**src/hdl/rs_settings.svh**
```systemverilog
`ifndef RS_SETTINGS_SVH
`define RS_SETTINGS_SVH

// reservation station geometry
`define RS_DEPTH 8
`define RS_TAG_W 3

// architectural state
`define ARCH_REGS 8
`define ARCH_REG_W 3

// data path
`define WORD_W 32
`define IMM_W 16

// cycles from issue_ack to the mul result
`define MUL_LATENCY 4

`endif

```
**src/hdl/rs_types_pkg.sv**
```systemverilog
`include "rs_settings.svh"

package rs_types_pkg;

    typedef logic [`WORD_W-1:0]     word_t;
    typedef logic [`ARCH_REG_W-1:0] arch_reg_t;
    typedef logic [`RS_TAG_W-1:0]   rs_tag_t;   // entry index, doubles as rename tag
    typedef logic [`IMM_W-1:0]      imm_t;

    typedef enum logic [2:0] {
        op_add = 3'd0,
        op_sub = 3'd1,
        op_xor = 3'd2,
        op_mul = 3'd3,
        op_li  = 3'd4    // rd = zero-extended imm
    } alu_op_t;

endpackage

```
**src/hdl/rs_fsm_pkg.sv**
```systemverilog
package rs_fsm_pkg;

    // four-phase req/ack controller
    typedef enum logic [1:0] {
        hs_idle    = 2'd0,
        hs_req     = 2'd1,
        hs_release = 2'd2
    } hs_state_t;

    typedef enum logic [1:0] {
        ex_idle  = 2'd0,
        ex_ack   = 2'd1,
        ex_busy  = 2'd2,   // mul in flight
        ex_bcast = 2'd3
    } exec_state_t;

endpackage

```
**src/hdl/dispatch_unit.sv**
```systemverilog
`include "rs_settings.svh"

module dispatch_unit (
    input  logic                  rs_on,
    input  logic                  rst,
    input  logic                  instr_req,
    input  rs_types_pkg::alu_op_t instr_op,
    input  rs_types_pkg::arch_reg_t instr_rd,
    input  rs_types_pkg::arch_reg_t instr_rs1,
    input  rs_types_pkg::arch_reg_t instr_rs2,
    input  rs_types_pkg::imm_t    instr_imm,
    output logic                  instr_ack,
    output logic                  disp_req,
    output rs_types_pkg::alu_op_t disp_op,
    output rs_types_pkg::arch_reg_t disp_rd,
    output rs_types_pkg::word_t   disp_src1_val,
    output rs_types_pkg::rs_tag_t disp_src1_tag,
    output logic                  disp_src1_rdy,
    output rs_types_pkg::word_t   disp_src2_val,
    output rs_types_pkg::rs_tag_t disp_src2_tag,
    output logic                  disp_src2_rdy,
    output rs_types_pkg::imm_t    disp_imm,
    input  logic                  disp_ack,
    input  rs_types_pkg::rs_tag_t alloc_tag,
    input  logic                  cdb_valid,
    input  rs_types_pkg::rs_tag_t cdb_tag,
    input  rs_types_pkg::word_t   cdb_value
);
    import rs_types_pkg::*;
    import rs_fsm_pkg::*;

    word_t                regs [`ARCH_REGS];
    rs_tag_t              ttag [`ARCH_REGS];
    logic [`ARCH_REGS-1:0] pend;
    hs_state_t            st;
    logic                 in1_fwd, in2_fwd;

    // result landing in the intake cycle
    assign in1_fwd = cdb_valid && pend[instr_rs1] && (ttag[instr_rs1] == cdb_tag);
    assign in2_fwd = cdb_valid && pend[instr_rs2] && (ttag[instr_rs2] == cdb_tag);

    // held dispatch fields
    always_ff @(posedge rs_on) begin
        if (st == hs_idle && instr_req) begin
            disp_op       <= instr_op;
            disp_rd       <= instr_rd;
            disp_imm      <= instr_imm;
            disp_src1_val <= in1_fwd ? cdb_value : regs[instr_rs1];
            disp_src1_tag <= ttag[instr_rs1];
            disp_src1_rdy <= !pend[instr_rs1] || in1_fwd;
            disp_src2_val <= in2_fwd ? cdb_value : regs[instr_rs2];
            disp_src2_tag <= ttag[instr_rs2];
            disp_src2_rdy <= !pend[instr_rs2] || in2_fwd;
        end else if (st == hs_req && cdb_valid) begin
            if (!disp_src1_rdy && disp_src1_tag == cdb_tag) begin
                disp_src1_val <= cdb_value;
                disp_src1_rdy <= 1'b1;
            end
            if (!disp_src2_rdy && disp_src2_tag == cdb_tag) begin
                disp_src2_val <= cdb_value;
                disp_src2_rdy <= 1'b1;
            end
        end
    end

    always_ff @(posedge rs_on or posedge rst) begin
        if (rst) begin
            st        <= hs_idle;
            disp_req  <= 1'b0;
            instr_ack <= 1'b0;
            pend      <= '0;
            for (int r = 0; r < `ARCH_REGS; r++) begin
                regs[r] <= '0;
                ttag[r] <= '0;
            end
        end else begin
            if (cdb_valid) begin
                for (int r = 0; r < `ARCH_REGS; r++) begin
                    if (pend[r] && ttag[r] == cdb_tag) begin
                        regs[r] <= cdb_value;
                        pend[r] <= 1'b0;
                    end
                end
            end
            case (st)
                hs_idle: if (instr_req) begin
                    disp_req <= 1'b1;
                    st       <= hs_req;
                end
                hs_req: if (disp_ack) begin
                    disp_req        <= 1'b0;
                    instr_ack       <= 1'b1;
                    pend[disp_rd]   <= 1'b1;   // rename overrides a same-cycle clear
                    ttag[disp_rd]   <= alloc_tag;
                    st              <= hs_release;
                end
                hs_release: if (!instr_req && !disp_ack) begin
                    instr_ack <= 1'b0;
                    st        <= hs_idle;
                end
                default: st <= hs_idle;
            endcase
        end
    end

    // request held until the station answers
    assert property (@(posedge rs_on) disable iff (rst)
        disp_req && !disp_ack |=> disp_req);

endmodule

```
**src/hdl/reservation_station.sv**
```systemverilog
`include "rs_settings.svh"

module reservation_station (
    input  logic                    rs_on,
    input  logic                    rst,
    input  logic                    disp_req,
    input  rs_types_pkg::alu_op_t   disp_op,
    input  rs_types_pkg::arch_reg_t disp_rd,
    input  rs_types_pkg::word_t     disp_src1_val,
    input  rs_types_pkg::rs_tag_t   disp_src1_tag,
    input  logic                    disp_src1_rdy,
    input  rs_types_pkg::word_t     disp_src2_val,
    input  rs_types_pkg::rs_tag_t   disp_src2_tag,
    input  logic                    disp_src2_rdy,
    input  rs_types_pkg::imm_t      disp_imm,
    output logic                    disp_ack,
    output rs_types_pkg::rs_tag_t   alloc_tag,
    input  logic                    cdb_valid,
    input  rs_types_pkg::rs_tag_t   cdb_tag,
    input  rs_types_pkg::word_t     cdb_value,
    output logic                    issue_req,
    output rs_types_pkg::alu_op_t   issue_op,
    output rs_types_pkg::word_t     issue_a,
    output rs_types_pkg::word_t     issue_b,
    output rs_types_pkg::imm_t      issue_imm,
    output rs_types_pkg::rs_tag_t   issue_tag,
    input  logic                    issue_ack,
    output logic                    retire_valid,
    output rs_types_pkg::arch_reg_t retire_rd,
    output rs_types_pkg::word_t     retire_value
);
    import rs_types_pkg::*;
    import rs_fsm_pkg::*;

    alu_op_t   e_op     [`RS_DEPTH];
    arch_reg_t e_rd     [`RS_DEPTH];
    imm_t      e_imm    [`RS_DEPTH];
    word_t     e_val1   [`RS_DEPTH];
    word_t     e_val2   [`RS_DEPTH];
    rs_tag_t   e_tag1   [`RS_DEPTH];
    rs_tag_t   e_tag2   [`RS_DEPTH];
    word_t     e_result [`RS_DEPTH];
    logic [`RS_DEPTH-1:0] rdy1, rdy2, issued, done;

    rs_tag_t             head, tail, sel_idx;
    logic [`RS_TAG_W:0]  count;
    hs_state_t           iss_state;
    logic                full, alloc, retire, sel_found, issue_start;
    logic                src1_hit, src2_hit;

    assign full        = (count == `RS_DEPTH);
    assign alloc       = disp_req && !disp_ack && !full;
    assign retire      = (count != 0) && done[head];
    assign issue_start = (iss_state == hs_idle) && sel_found;
    // wakeup of the entry being written this cycle
    assign src1_hit    = cdb_valid && !disp_src1_rdy && (disp_src1_tag == cdb_tag);
    assign src2_hit    = cdb_valid && !disp_src2_rdy && (disp_src2_tag == cdb_tag);

    // oldest ready, not yet issued
    always_comb begin
        rs_tag_t idx;
        sel_found = 1'b0;
        sel_idx   = head;
        for (int k = 0; k < `RS_DEPTH; k++) begin
            idx = head + rs_tag_t'(k);
            if (!sel_found && k < count && !issued[idx] &&
                (e_op[idx] == op_li || (rdy1[idx] && rdy2[idx]))) begin
                sel_found = 1'b1;
                sel_idx   = idx;
            end
        end
    end

    always_ff @(posedge rs_on) begin
        if (cdb_valid) begin
            e_result[cdb_tag] <= cdb_value;
            for (int i = 0; i < `RS_DEPTH; i++) begin
                if (!rdy1[i] && e_tag1[i] == cdb_tag) e_val1[i] <= cdb_value;
                if (!rdy2[i] && e_tag2[i] == cdb_tag) e_val2[i] <= cdb_value;
            end
        end
        if (alloc) begin   // after wakeup so stale tags lose
            e_op[tail]   <= disp_op;
            e_rd[tail]   <= disp_rd;
            e_imm[tail]  <= disp_imm;
            e_tag1[tail] <= disp_src1_tag;
            e_tag2[tail] <= disp_src2_tag;
            e_val1[tail] <= src1_hit ? cdb_value : disp_src1_val;
            e_val2[tail] <= src2_hit ? cdb_value : disp_src2_val;
        end
        if (issue_start) begin
            issue_op  <= e_op[sel_idx];
            issue_a   <= e_val1[sel_idx];
            issue_b   <= e_val2[sel_idx];
            issue_imm <= e_imm[sel_idx];
            issue_tag <= sel_idx;
        end
        if (retire) begin
            retire_rd    <= e_rd[head];
            retire_value <= e_result[head];
        end
    end

    always_ff @(posedge rs_on or posedge rst) begin
        if (rst) begin
            head         <= '0;
            tail         <= '0;
            count        <= '0;
            disp_ack     <= 1'b0;
            alloc_tag    <= '0;
            iss_state    <= hs_idle;
            issue_req    <= 1'b0;
            retire_valid <= 1'b0;
            rdy1         <= '0;
            rdy2         <= '0;
            issued       <= '0;
            done         <= '0;
        end else begin
            retire_valid <= retire;
            if (retire) head <= head + 1'b1;
            case ({alloc, retire})
                2'b10:   count <= count + 1'b1;
                2'b01:   count <= count - 1'b1;
                default: ;
            endcase

            if (cdb_valid) begin
                done[cdb_tag] <= 1'b1;
                for (int i = 0; i < `RS_DEPTH; i++) begin
                    if (e_tag1[i] == cdb_tag) rdy1[i] <= 1'b1;
                    if (e_tag2[i] == cdb_tag) rdy2[i] <= 1'b1;
                end
            end

            if (alloc) begin
                tail         <= tail + 1'b1;
                alloc_tag    <= tail;
                disp_ack     <= 1'b1;
                rdy1[tail]   <= disp_src1_rdy || src1_hit;
                rdy2[tail]   <= disp_src2_rdy || src2_hit;
                issued[tail] <= 1'b0;
                done[tail]   <= 1'b0;
            end else if (!disp_req) begin
                disp_ack <= 1'b0;
            end

            case (iss_state)
                hs_idle: if (sel_found) begin
                    issue_req <= 1'b1;
                    iss_state <= hs_req;
                end
                hs_req: if (issue_ack) begin
                    issue_req         <= 1'b0;
                    issued[issue_tag] <= 1'b1;
                    iss_state         <= hs_release;
                end
                hs_release: if (!issue_ack) iss_state <= hs_idle;
                default: iss_state <= hs_idle;
            endcase
        end
    end

    // count bounded and pointers consistent, so nothing lands past full
    assert property (@(posedge rs_on) disable iff (rst)
        count <= `RS_DEPTH && tail == rs_tag_t'(head + count));

    // ack rises only under a live request
    assert property (@(posedge rs_on) disable iff (rst)
        $rose(disp_ack) |-> disp_req);

endmodule

```
**src/hdl/exec_unit.sv**
```systemverilog
`include "rs_settings.svh"

module exec_unit (
    input  logic                  rs_on,
    input  logic                  rst,
    input  logic                  issue_req,
    input  rs_types_pkg::alu_op_t issue_op,
    input  rs_types_pkg::word_t   issue_a,
    input  rs_types_pkg::word_t   issue_b,
    input  rs_types_pkg::imm_t    issue_imm,
    input  rs_types_pkg::rs_tag_t issue_tag,
    output logic                  issue_ack,
    output logic                  cdb_valid,
    output rs_types_pkg::rs_tag_t cdb_tag,
    output rs_types_pkg::word_t   cdb_value
);
    import rs_types_pkg::*;
    import rs_fsm_pkg::*;

    localparam int CNT_W = $clog2(`MUL_LATENCY);

    exec_state_t      ex_state;
    logic [CNT_W-1:0] mul_cnt;
    logic             is_mul;
    logic             accept;
    word_t            alu_out;

    assign accept = (ex_state == ex_idle) && issue_req && !issue_ack;

    always_comb begin
        case (issue_op)
            op_add:  alu_out = issue_a + issue_b;
            op_sub:  alu_out = issue_a - issue_b;
            op_xor:  alu_out = issue_a ^ issue_b;
            op_mul:  alu_out = issue_a * issue_b;   // low word only
            default: alu_out = {{(`WORD_W-`IMM_W){1'b0}}, issue_imm};
        endcase
    end

    // result and tag held until broadcast
    always_ff @(posedge rs_on) begin
        if (accept) begin
            cdb_value <= alu_out;
            cdb_tag   <= issue_tag;
        end
    end

    always_ff @(posedge rs_on or posedge rst) begin
        if (rst) begin
            ex_state  <= ex_idle;
            issue_ack <= 1'b0;
            cdb_valid <= 1'b0;
            mul_cnt   <= '0;
            is_mul    <= 1'b0;
        end else begin
            if (issue_ack && !issue_req) issue_ack <= 1'b0;
            cdb_valid <= 1'b0;
            case (ex_state)
                ex_idle: if (accept) begin
                    issue_ack <= 1'b1;
                    is_mul    <= (issue_op == op_mul);
                    ex_state  <= ex_ack;
                end
                ex_ack: if (is_mul) begin
                    mul_cnt  <= CNT_W'(`MUL_LATENCY - 2);
                    ex_state <= ex_busy;
                end else begin
                    cdb_valid <= 1'b1;
                    ex_state  <= ex_bcast;
                end
                ex_busy: if (mul_cnt == 0) begin
                    cdb_valid <= 1'b1;
                    ex_state  <= ex_bcast;
                end else begin
                    mul_cnt <= mul_cnt - 1'b1;
                end
                ex_bcast: ex_state <= ex_idle;
                default:  ex_state <= ex_idle;
            endcase
        end
    end

    assert property (@(posedge rs_on) disable iff (rst) cdb_valid |=> !cdb_valid);

    assert property (@(posedge rs_on) disable iff (rst)
        $rose(issue_ack) |-> $past(ex_state) == ex_idle);

endmodule

```
**src/hdl/ooo_core_top.sv**
```systemverilog
module ooo_core_top (
    input  logic                    rs_on,
    input  logic                    rst,
    input  logic                    instr_req,
    input  rs_types_pkg::alu_op_t   instr_op,
    input  rs_types_pkg::arch_reg_t instr_rd,
    input  rs_types_pkg::arch_reg_t instr_rs1,
    input  rs_types_pkg::arch_reg_t instr_rs2,
    input  rs_types_pkg::imm_t      instr_imm,
    output logic                    instr_ack,
    output logic                    retire_valid,
    output rs_types_pkg::arch_reg_t retire_rd,
    output rs_types_pkg::word_t     retire_value
);
    import rs_types_pkg::*;

    // dispatch to station
    logic      disp_req, disp_ack, disp_src1_rdy, disp_src2_rdy;
    alu_op_t   disp_op;
    arch_reg_t disp_rd;
    word_t     disp_src1_val, disp_src2_val;
    rs_tag_t   disp_src1_tag, disp_src2_tag, alloc_tag;
    imm_t      disp_imm;

    // issue and result bus
    logic      issue_req, issue_ack, cdb_valid;
    alu_op_t   issue_op;
    word_t     issue_a, issue_b, cdb_value;
    imm_t      issue_imm;
    rs_tag_t   issue_tag, cdb_tag;

    dispatch_unit u_dispatch (.*);

    reservation_station u_rs (.*);

    exec_unit u_exec (.*);

endmodule

```
**config.mk**
```make
export PLATFORM = sky130hd
export DESIGN_NAME = ooo_core_top
export DESIGN_NICKNAME = d
export VERILOG_FILES = /design/src/hdl/rs_types_pkg.sv /design/src/hdl/rs_fsm_pkg.sv /design/src/hdl/dispatch_unit.sv /design/src/hdl/reservation_station.sv /design/src/hdl/exec_unit.sv /design/src/hdl/ooo_core_top.sv
export VERILOG_INCLUDE_DIRS = /design/src /design/src/hdl
export SDC_FILE = /design/constraint.sdc
export NUM_CORES = 2
export LEC_CHECK = 0
export BUFFER_PORTS_ARGS = -buffer_cell sky130_fd_sc_hd__buf_2
export CORE_UTILIZATION = 25
export CTS_BUF_LIST = sky130_fd_sc_hd__clkbuf_8
export DETAILED_ROUTE_END_ITERATION = 6
export GPL_TIMING_DRIVEN = 0
export PLACE_DENSITY = 0.4
export SYNTH_ARGS = -nofsm -noshare
export SYNTH_HDL_FRONTEND = slang
export SYNTH_SLANG_ARGS = --single-unit
export TNS_END_PERCENT = 5
```
**constraint.sdc**
```tcl
create_clock -name rs_on -period 14.8 [get_ports rs_on]
set_input_delay 1.48 -clock rs_on [delete_from_list [all_inputs] [get_ports rs_on]]
set_output_delay 1.48 -clock rs_on [all_outputs]
set_load 0.02 [all_outputs]
```
Yosys cells after proc, flatten, opt, wreduce, memory -nomap -nowiden
Memories as Yosys holds them, arrays and structs flattened. A register that Yosys moved wholly into a read port is not among the register bits.
Cells that the tools add are included.
Storage, ports and cells
  latch bits: 0
  input port bits: 31
  register bits: 481
  bits in read-only memories: 0
  output and inout bits: 37
  bits in writable memories: 992
  memories kept: 8
Operators by class
  bitwise gates (word level): 10
  shifts and indexed selects: 0
  $mul: 1
  mux-type cells: 232
  eq/ne operators: 60
  divide/modulo/power cells: 0
  reductions and logical operators: 165
  $lt $le $gt $ge: 30
  add/sub/neg operators: 13
Memory list
  u_rs.e_result: words 8, bits a word 32, read ports 1, clocked after memory_dff 1, write ports 1, line reservation_station.sv:42  | word_t e_result [`RS_DEPTH];
  u_rs.e_val1: words 8, bits a word 32, read ports 1, clocked after memory_dff 1, write ports 9, line reservation_station.sv:38  | word_t e_val1 [`RS_DEPTH];
  u_rs.e_val2: words 8, bits a word 32, read ports 1, clocked after memory_dff 1, write ports 9, line reservation_station.sv:39  | word_t e_val2 [`RS_DEPTH];
  u_rs.e_imm: words 8, bits a word 16, read ports 1, clocked after memory_dff 1, write ports 1, line reservation_station.sv:37  | imm_t e_imm [`RS_DEPTH];
  u_rs.e_op: words 8, bits a word 3, read ports 9, clocked after memory_dff 1, write ports 1, line reservation_station.sv:35  | alu_op_t e_op [`RS_DEPTH];
  u_rs.e_rd: words 8, bits a word 3, read ports 1, clocked after memory_dff 1, write ports 1, line reservation_station.sv:36  | arch_reg_t e_rd [`RS_DEPTH];
  +2 memories
Operators by type and width (count)
  two-way mux 32 bit: 14
  binary-select mux 32 bit (select 3 bit): 2
  two-way mux 1 bit: 135
  one-hot mux 32 bit (4 select lines): 1
  two-way mux 8 bit: 12
  equality test 3 bit: 28
  binary-select mux 1 bit (select 3 bit): 27
  logical AND 1 bit: 80
  < comparator 3 x 4 -> 1 bit (second input constant): 14
  logical NOT 1 bit: 40
  two-way mux 3 bit: 12
  adder 32 bit: 1
  multiplier 32 x 32 -> 32 bit: 1
  subtractor 32 bit: 1
  bitwise XOR 32 bit: 1
  AND reduction 2 bit: 13
  bitwise mux 24 bit: 1
  equality test 3 bit (second input constant): 8
  bitwise OR 8 bit: 3
  two-way mux 2 bit: 10
  binary-select mux 3 bit (select 3 bit): 2
  AND reduction 3 bit: 6
  bitwise AND 8 bit: 2
  bitwise mux 8 bit: 2
  33 further kinds: 95

Depth between registers and ports, before layout
  depth after elaboration: 43
  gate-level depth with buffers: 30
  mapped depth without buffers: 27

Modules after synthesis
A second synthesis with hierarchy kept.
Unflattened totals
  cell total of the unflattened synthesis: 6078
  area total of the unflattened synthesis: 90032.6 µm²
By module, submodules not included
  reservation_station: area each 50855.0 µm², times used 1, cells each 2681
  exec_unit: area each 19755.2 µm², times used 1, cells each 2170
  dispatch_unit: area each 19422.4 µm², times used 1, cells each 1227

Worst setup path after synthesis
Ideal clock, no wire load.
  path kind: flip-flop to flip-flop
  start: register u_rs.head[1]
  end: register u_rs.issue_a[0] (read register of u_rs.e_val1) (enable)
  stages on the path, launching flop included: 13
  required time: 14.159 ns
  path slack: 5.574 ns
  arrival time: 8.585 ns
  setup time: 0.641 ns
  cell sequence: dfrtp_1 clkbuf_1 inv_1 clkbuf_1 clkbuf_1 ha_1 mux4_2 nand2b_4 o311ai_4 nor4_4 inv_1 nor2_1 nor3_1
On the way
  word-level cells in the longest chain between the ends: 42
  elaborated cells on any way between the ends: 134
  those cells by class: add/sub (7); eq/ne (8); mux (63); reduce/logical (55); memory (1)
RTL lines
  from (decl): line reservation_station.sv:45  | rs_tag_t head, tail, sel_idx;
  from (signal assigned): line reservation_station.sv:120  | if (retire) head <= head + 1'b1;
  parallel branches: the longest is 40 deep, another holds adder 3 x 1 -> 3 bit
  two-way mux 1 bit (*): line reservation_station.sv:66  | if (!sel_found && k < count && !issued[idx] &&
  logical AND 1 bit (*): line reservation_station.sv:54  | assign issue_start = (iss_state == hs_idle) && sel_found;
  named net u_rs.issue_start: line reservation_station.sv:48  | logic full, alloc, retire, sel_found, issue_start;
  to (decl): line reservation_station.sv:23  | output rs_types_pkg::word_t issue_a,
Mark *: on every way through the listed nets, which the timed path passes. The select of a mux whose other input is x is not followed.
A chain may end at the register's enable or synchronous reset.

Worst setup path after layout
  start: register u_rs.issue_b[6] (read register of u_rs.e_val2)
  end: register u_exec.cdb_value[31], data pin
On the way
  word-level cells in the longest chain between the ends: 2
  elaborated cells on any way between the ends: 4
  those cells by class: add/sub (2); mul (1); mux (1)
RTL lines
  from (decl): line reservation_station.sv:24  | output rs_types_pkg::word_t issue_b,
  multiplier 32 x 32 -> 32 bit (tied with other cells): line exec_unit.sv:35  | op_mul: alu_out = issue_a * issue_b;
  one-hot mux 32 bit (4 select lines) (*): line exec_unit.sv:31  | case (issue_op)
  to (signal assigned): line exec_unit.sv:43  | cdb_value <= alu_out;
  to (decl): line exec_unit.sv:15  | output rs_types_pkg::word_t cdb_value
Every way passes the cells marked *; elsewhere a longest branch is shown, timed or not.

==> impl_results.md <==
* Final global-route overflow total at 0
* Max_cap viols at 4
* Vias in the first global route at 61,800
* Kind of end point of the critical path: register
* Max Slew Vio Count at 6
* Share of layout cells above drive strength 1 at 22.7%
* CTS Buf Count at 300
* CTS HTree Levels at 5
* Worst hold start: u_exec.is_mul
* Unique masters post-synth at 75
* Synth area leader: edfxtp_1
* FP Rows at 221
* CTS tree: yes
* Mapped Cells at 6,755
* Die W at 606 um
* CP most frequent cell: fa_1
* Setup slack, reg-to-reg at 5.41 ns
* Syn nets at 7,379
* Post-synth EDFFs at 1,242
* DRT antenna net count at 0
* Final net count at 7,804
* Avg Cell Area, Syn at 13.5 um2
* Reg-to-Reg End: u_exec.cdb_value[31]
* Kind of critical path: register to register
* Area contributors post-synth: edfxtp_1 41%, mux2_2 10%, dfrtp_1 9.6%
* Gpl congestion at 0.868
* Drt first pass iters at 5
* IO Count at 68
* Detailed Place HPWL at 254 mm
* Initial core utilization at 25.2%
* Arr. time, crit path at 10.03 ns
* Final setup viols at 0
* Hold Path Depth at 2
* Buffers on Ports at 61
* Clock Latency Late Sink at 1.03 ns
* Longest Clk Path Bufs at 4
* Design area at 104,000 um2
* Worst Path Required at 15.44 ns
* GRT Resource Usage Total at 18.3%
* Die area at 367,000 um2
* Min Tclk post-route at 9.39 ns
* Hold Crit Endpoint: u_exec.is_mul
* Yosys top cell area share at 40.9%
* Worst slew pin tran at 1.63 ns
* CTS Hold Bufs at 0
* Startpoint class of the critical path: register
* Post-route setup slack at 5.41 ns
* Worst min-delay path class: register to register
* Initial antenna violation count at 34
* Synthesis warning total at 0
* Outcome: complete, but fails checks
* Residual DRC at 0
* Crit-path max FO at 10
* Most common cell in the netlist: edfxtp_1
* R2R cell count at 28
* Final period utilization at 63.5%
* DR WL/cell at 27.9 um
* Vias per Instance at 4.81
* Post-Syn Area at 91,300 um2
* Slowest cell on the critical path: clkbuf_1
* Fin util at 28.8%
* Die Y at 606 um
* Clock Skew at 0.114 ns
* Via count at 58,800
* CTS resizes at 0
* Clock slew at reported path FFs at 0.06 ns
* DP Worst Slack at 5.35 ns
* Synth cell count leaders: 1,242 x edfxtp_1, 831 x mux2_2, 463 x inv_1
* Area Growth Syn to Fin at 14.5%
* Dpl cell area at 98,800 um2
* CTS Root Cell: clkbuf_8
* Max Clk Rate at 106 MHz
* Worst r2r src: u_rs.issue_b[6]
* Worst Setup SP: u_rs.issue_b[6]
* DR iter-0 viols at 4,896
* Failing checks: capacitance limit, slew limit
* Pin count of the biggest net entering global routing at 129
* Max-slew headroom at -9.58%
* Sink Count at 1,591
* Routed WL at 340 mm
* Setup Buffers After CTS at 0
* First-pass GRT wire length at 479 mm
* Hold Fails Final Rpt at 0
* Main synth FF type: edfxtp_1
* Slowest stage delay, CP at 0.80 ns
* Ys async rst share at 21.9%
* RSZ-0062 raised after global routing: false
* Post-synthesis sequential area ratio at 50.4%
* Synth Register Bits at 1,591
* Area of the core at 363,000 um2
## logic make-up after synthesis
logic type / count (synthesis) / share of synthesized area (%)
AO/OA/AOI/OAI: 1074 / 8.30
XOR/XNOR: 247 / 2.37
adder cells (fa/ha/maj): 593 / 11.5
buffers and inverters: 974 / 4.09
flip-flops: 1591 / 50.4
multiplexers: 1143 / 16.8
AND/OR/NAND/NOR: 1133 / 6.55
## metal layers
| layer | wire length (um) | vias up | GRT usage [%] | part of all wire, % |
|---|---|---|---|---|
| met3 | 17700 | 466 | 2.68 | 5.2 |
| met1 | 157000 | 31000 | 25.7 | 46 |
| met2 | 154000 | 1732 | 28.8 | 45 |
| li1 | - | 25600 | - | - |
| met4 | 11500 | 2 | 6.02 | 3.4 |
| met5 | 13 | - | 0 | 0.0038 |
## worst max path at each step
| stage | slack (ns) | cells after the start | end |
|---|---|---|---|
| after CTS | 5.31 | 28 | u_exec.cdb_value[31] |
| final | 5.41 | 28 | u_exec.cdb_value[31] |
| after detailed placement | 5.35 | 28 | u_exec.cdb_value[31] |
| after floorplan | 3.64 | 1 | u_dispatch.disp_req |
| after global routing | 4.88 | 28 | u_exec.cdb_value[31] |
| after global placement | -1.18 | 2 | u_dispatch.regs[173] |
## registers in the layout, summed over array words and instances, names as in the netlist, 4 cells and up
signal / count
u_rs.rdy2: 8
u_rs.issued: 8
u_rs.e_op: 24
u_dispatch.ttag: 24
u_rs.e_val1: 256
u_rs.rdy1: 8
u_rs.done: 8
u_rs.e_imm: 128
u_rs.e_result: 256
u_rs.issue_imm: 16
u_exec.cdb_value: 32
u_dispatch.disp_src2_val: 32
u_rs.e_val2: 256
u_rs.count: 4
u_rs.e_rd: 24
u_dispatch.disp_imm: 16
u_rs.retire_value: 32
u_rs.issue_a: 32
u_dispatch.disp_src1_val: 32
u_dispatch.regs: 256
u_rs.issue_b: 32
u_dispatch.pend: 8
u_rs.e_tag1: 24
u_rs.e_tag2: 24
## final cells by class
class,count,area (um2)
fill,37200,258000
sequential,1591,46000
multi-input combinational,4190,41800
tap,4794,6000
clock buffer,322,4430
buffer,508,1980
inverter,466,1760
timing repair buffer,123,1310
clock inverter,206,1120
antenna,8,20.0
## through the flow
stage	hold WS, ns	TNS [ns]	instances
5_1_grt	0.516	0	12200
3_3_place_gp	0.475	-361.97	11600
6_report	0.491	0	12200
2_1_floorplan	0.441	0	6755
4_1_cts	0.502	0	12200
3_5_place_dp	0.485	0	11700
## cell usage in the layout (no fill, tap or decap), drive strengths merged, types with 31 or more instances in the layout
cell type / instances
edfxtp: 1242
mux2: 831
clkbuf: 706
inv: 596
fa: 409
and2: 372
nand2: 367
dfrtp: 349
a211oi: 344
a21boi: 334
buf: 247
mux4: 226
ha: 184
xnor2: 178
o21ai: 162
nor2: 98
nor4: 88
mux2i: 86
a21oi: 72
xor2: 69
clkinv: 63
a21o: 35
nor3: 35
nor2b: 31
## worst max-delay path: cells and delay by family, from the launching register on
| family | cells | cell delay (ns) |
|---|---|---|
| DFF | 1 | 0.51 |
| muxes | 1 | 0.32 |
| AOI/OAI and AO/OA | 9 | 1.80 |
| and+or+nand+nor | 2 | 0.37 |
| adders and majority gates | 9 | 4.19 |
| buffers and inverters | 7 | 1.90 |
Power is left out: the tool's default activity adds up to more than one toggle a clock period on the data nets, which glitch-free logic cannot reach.
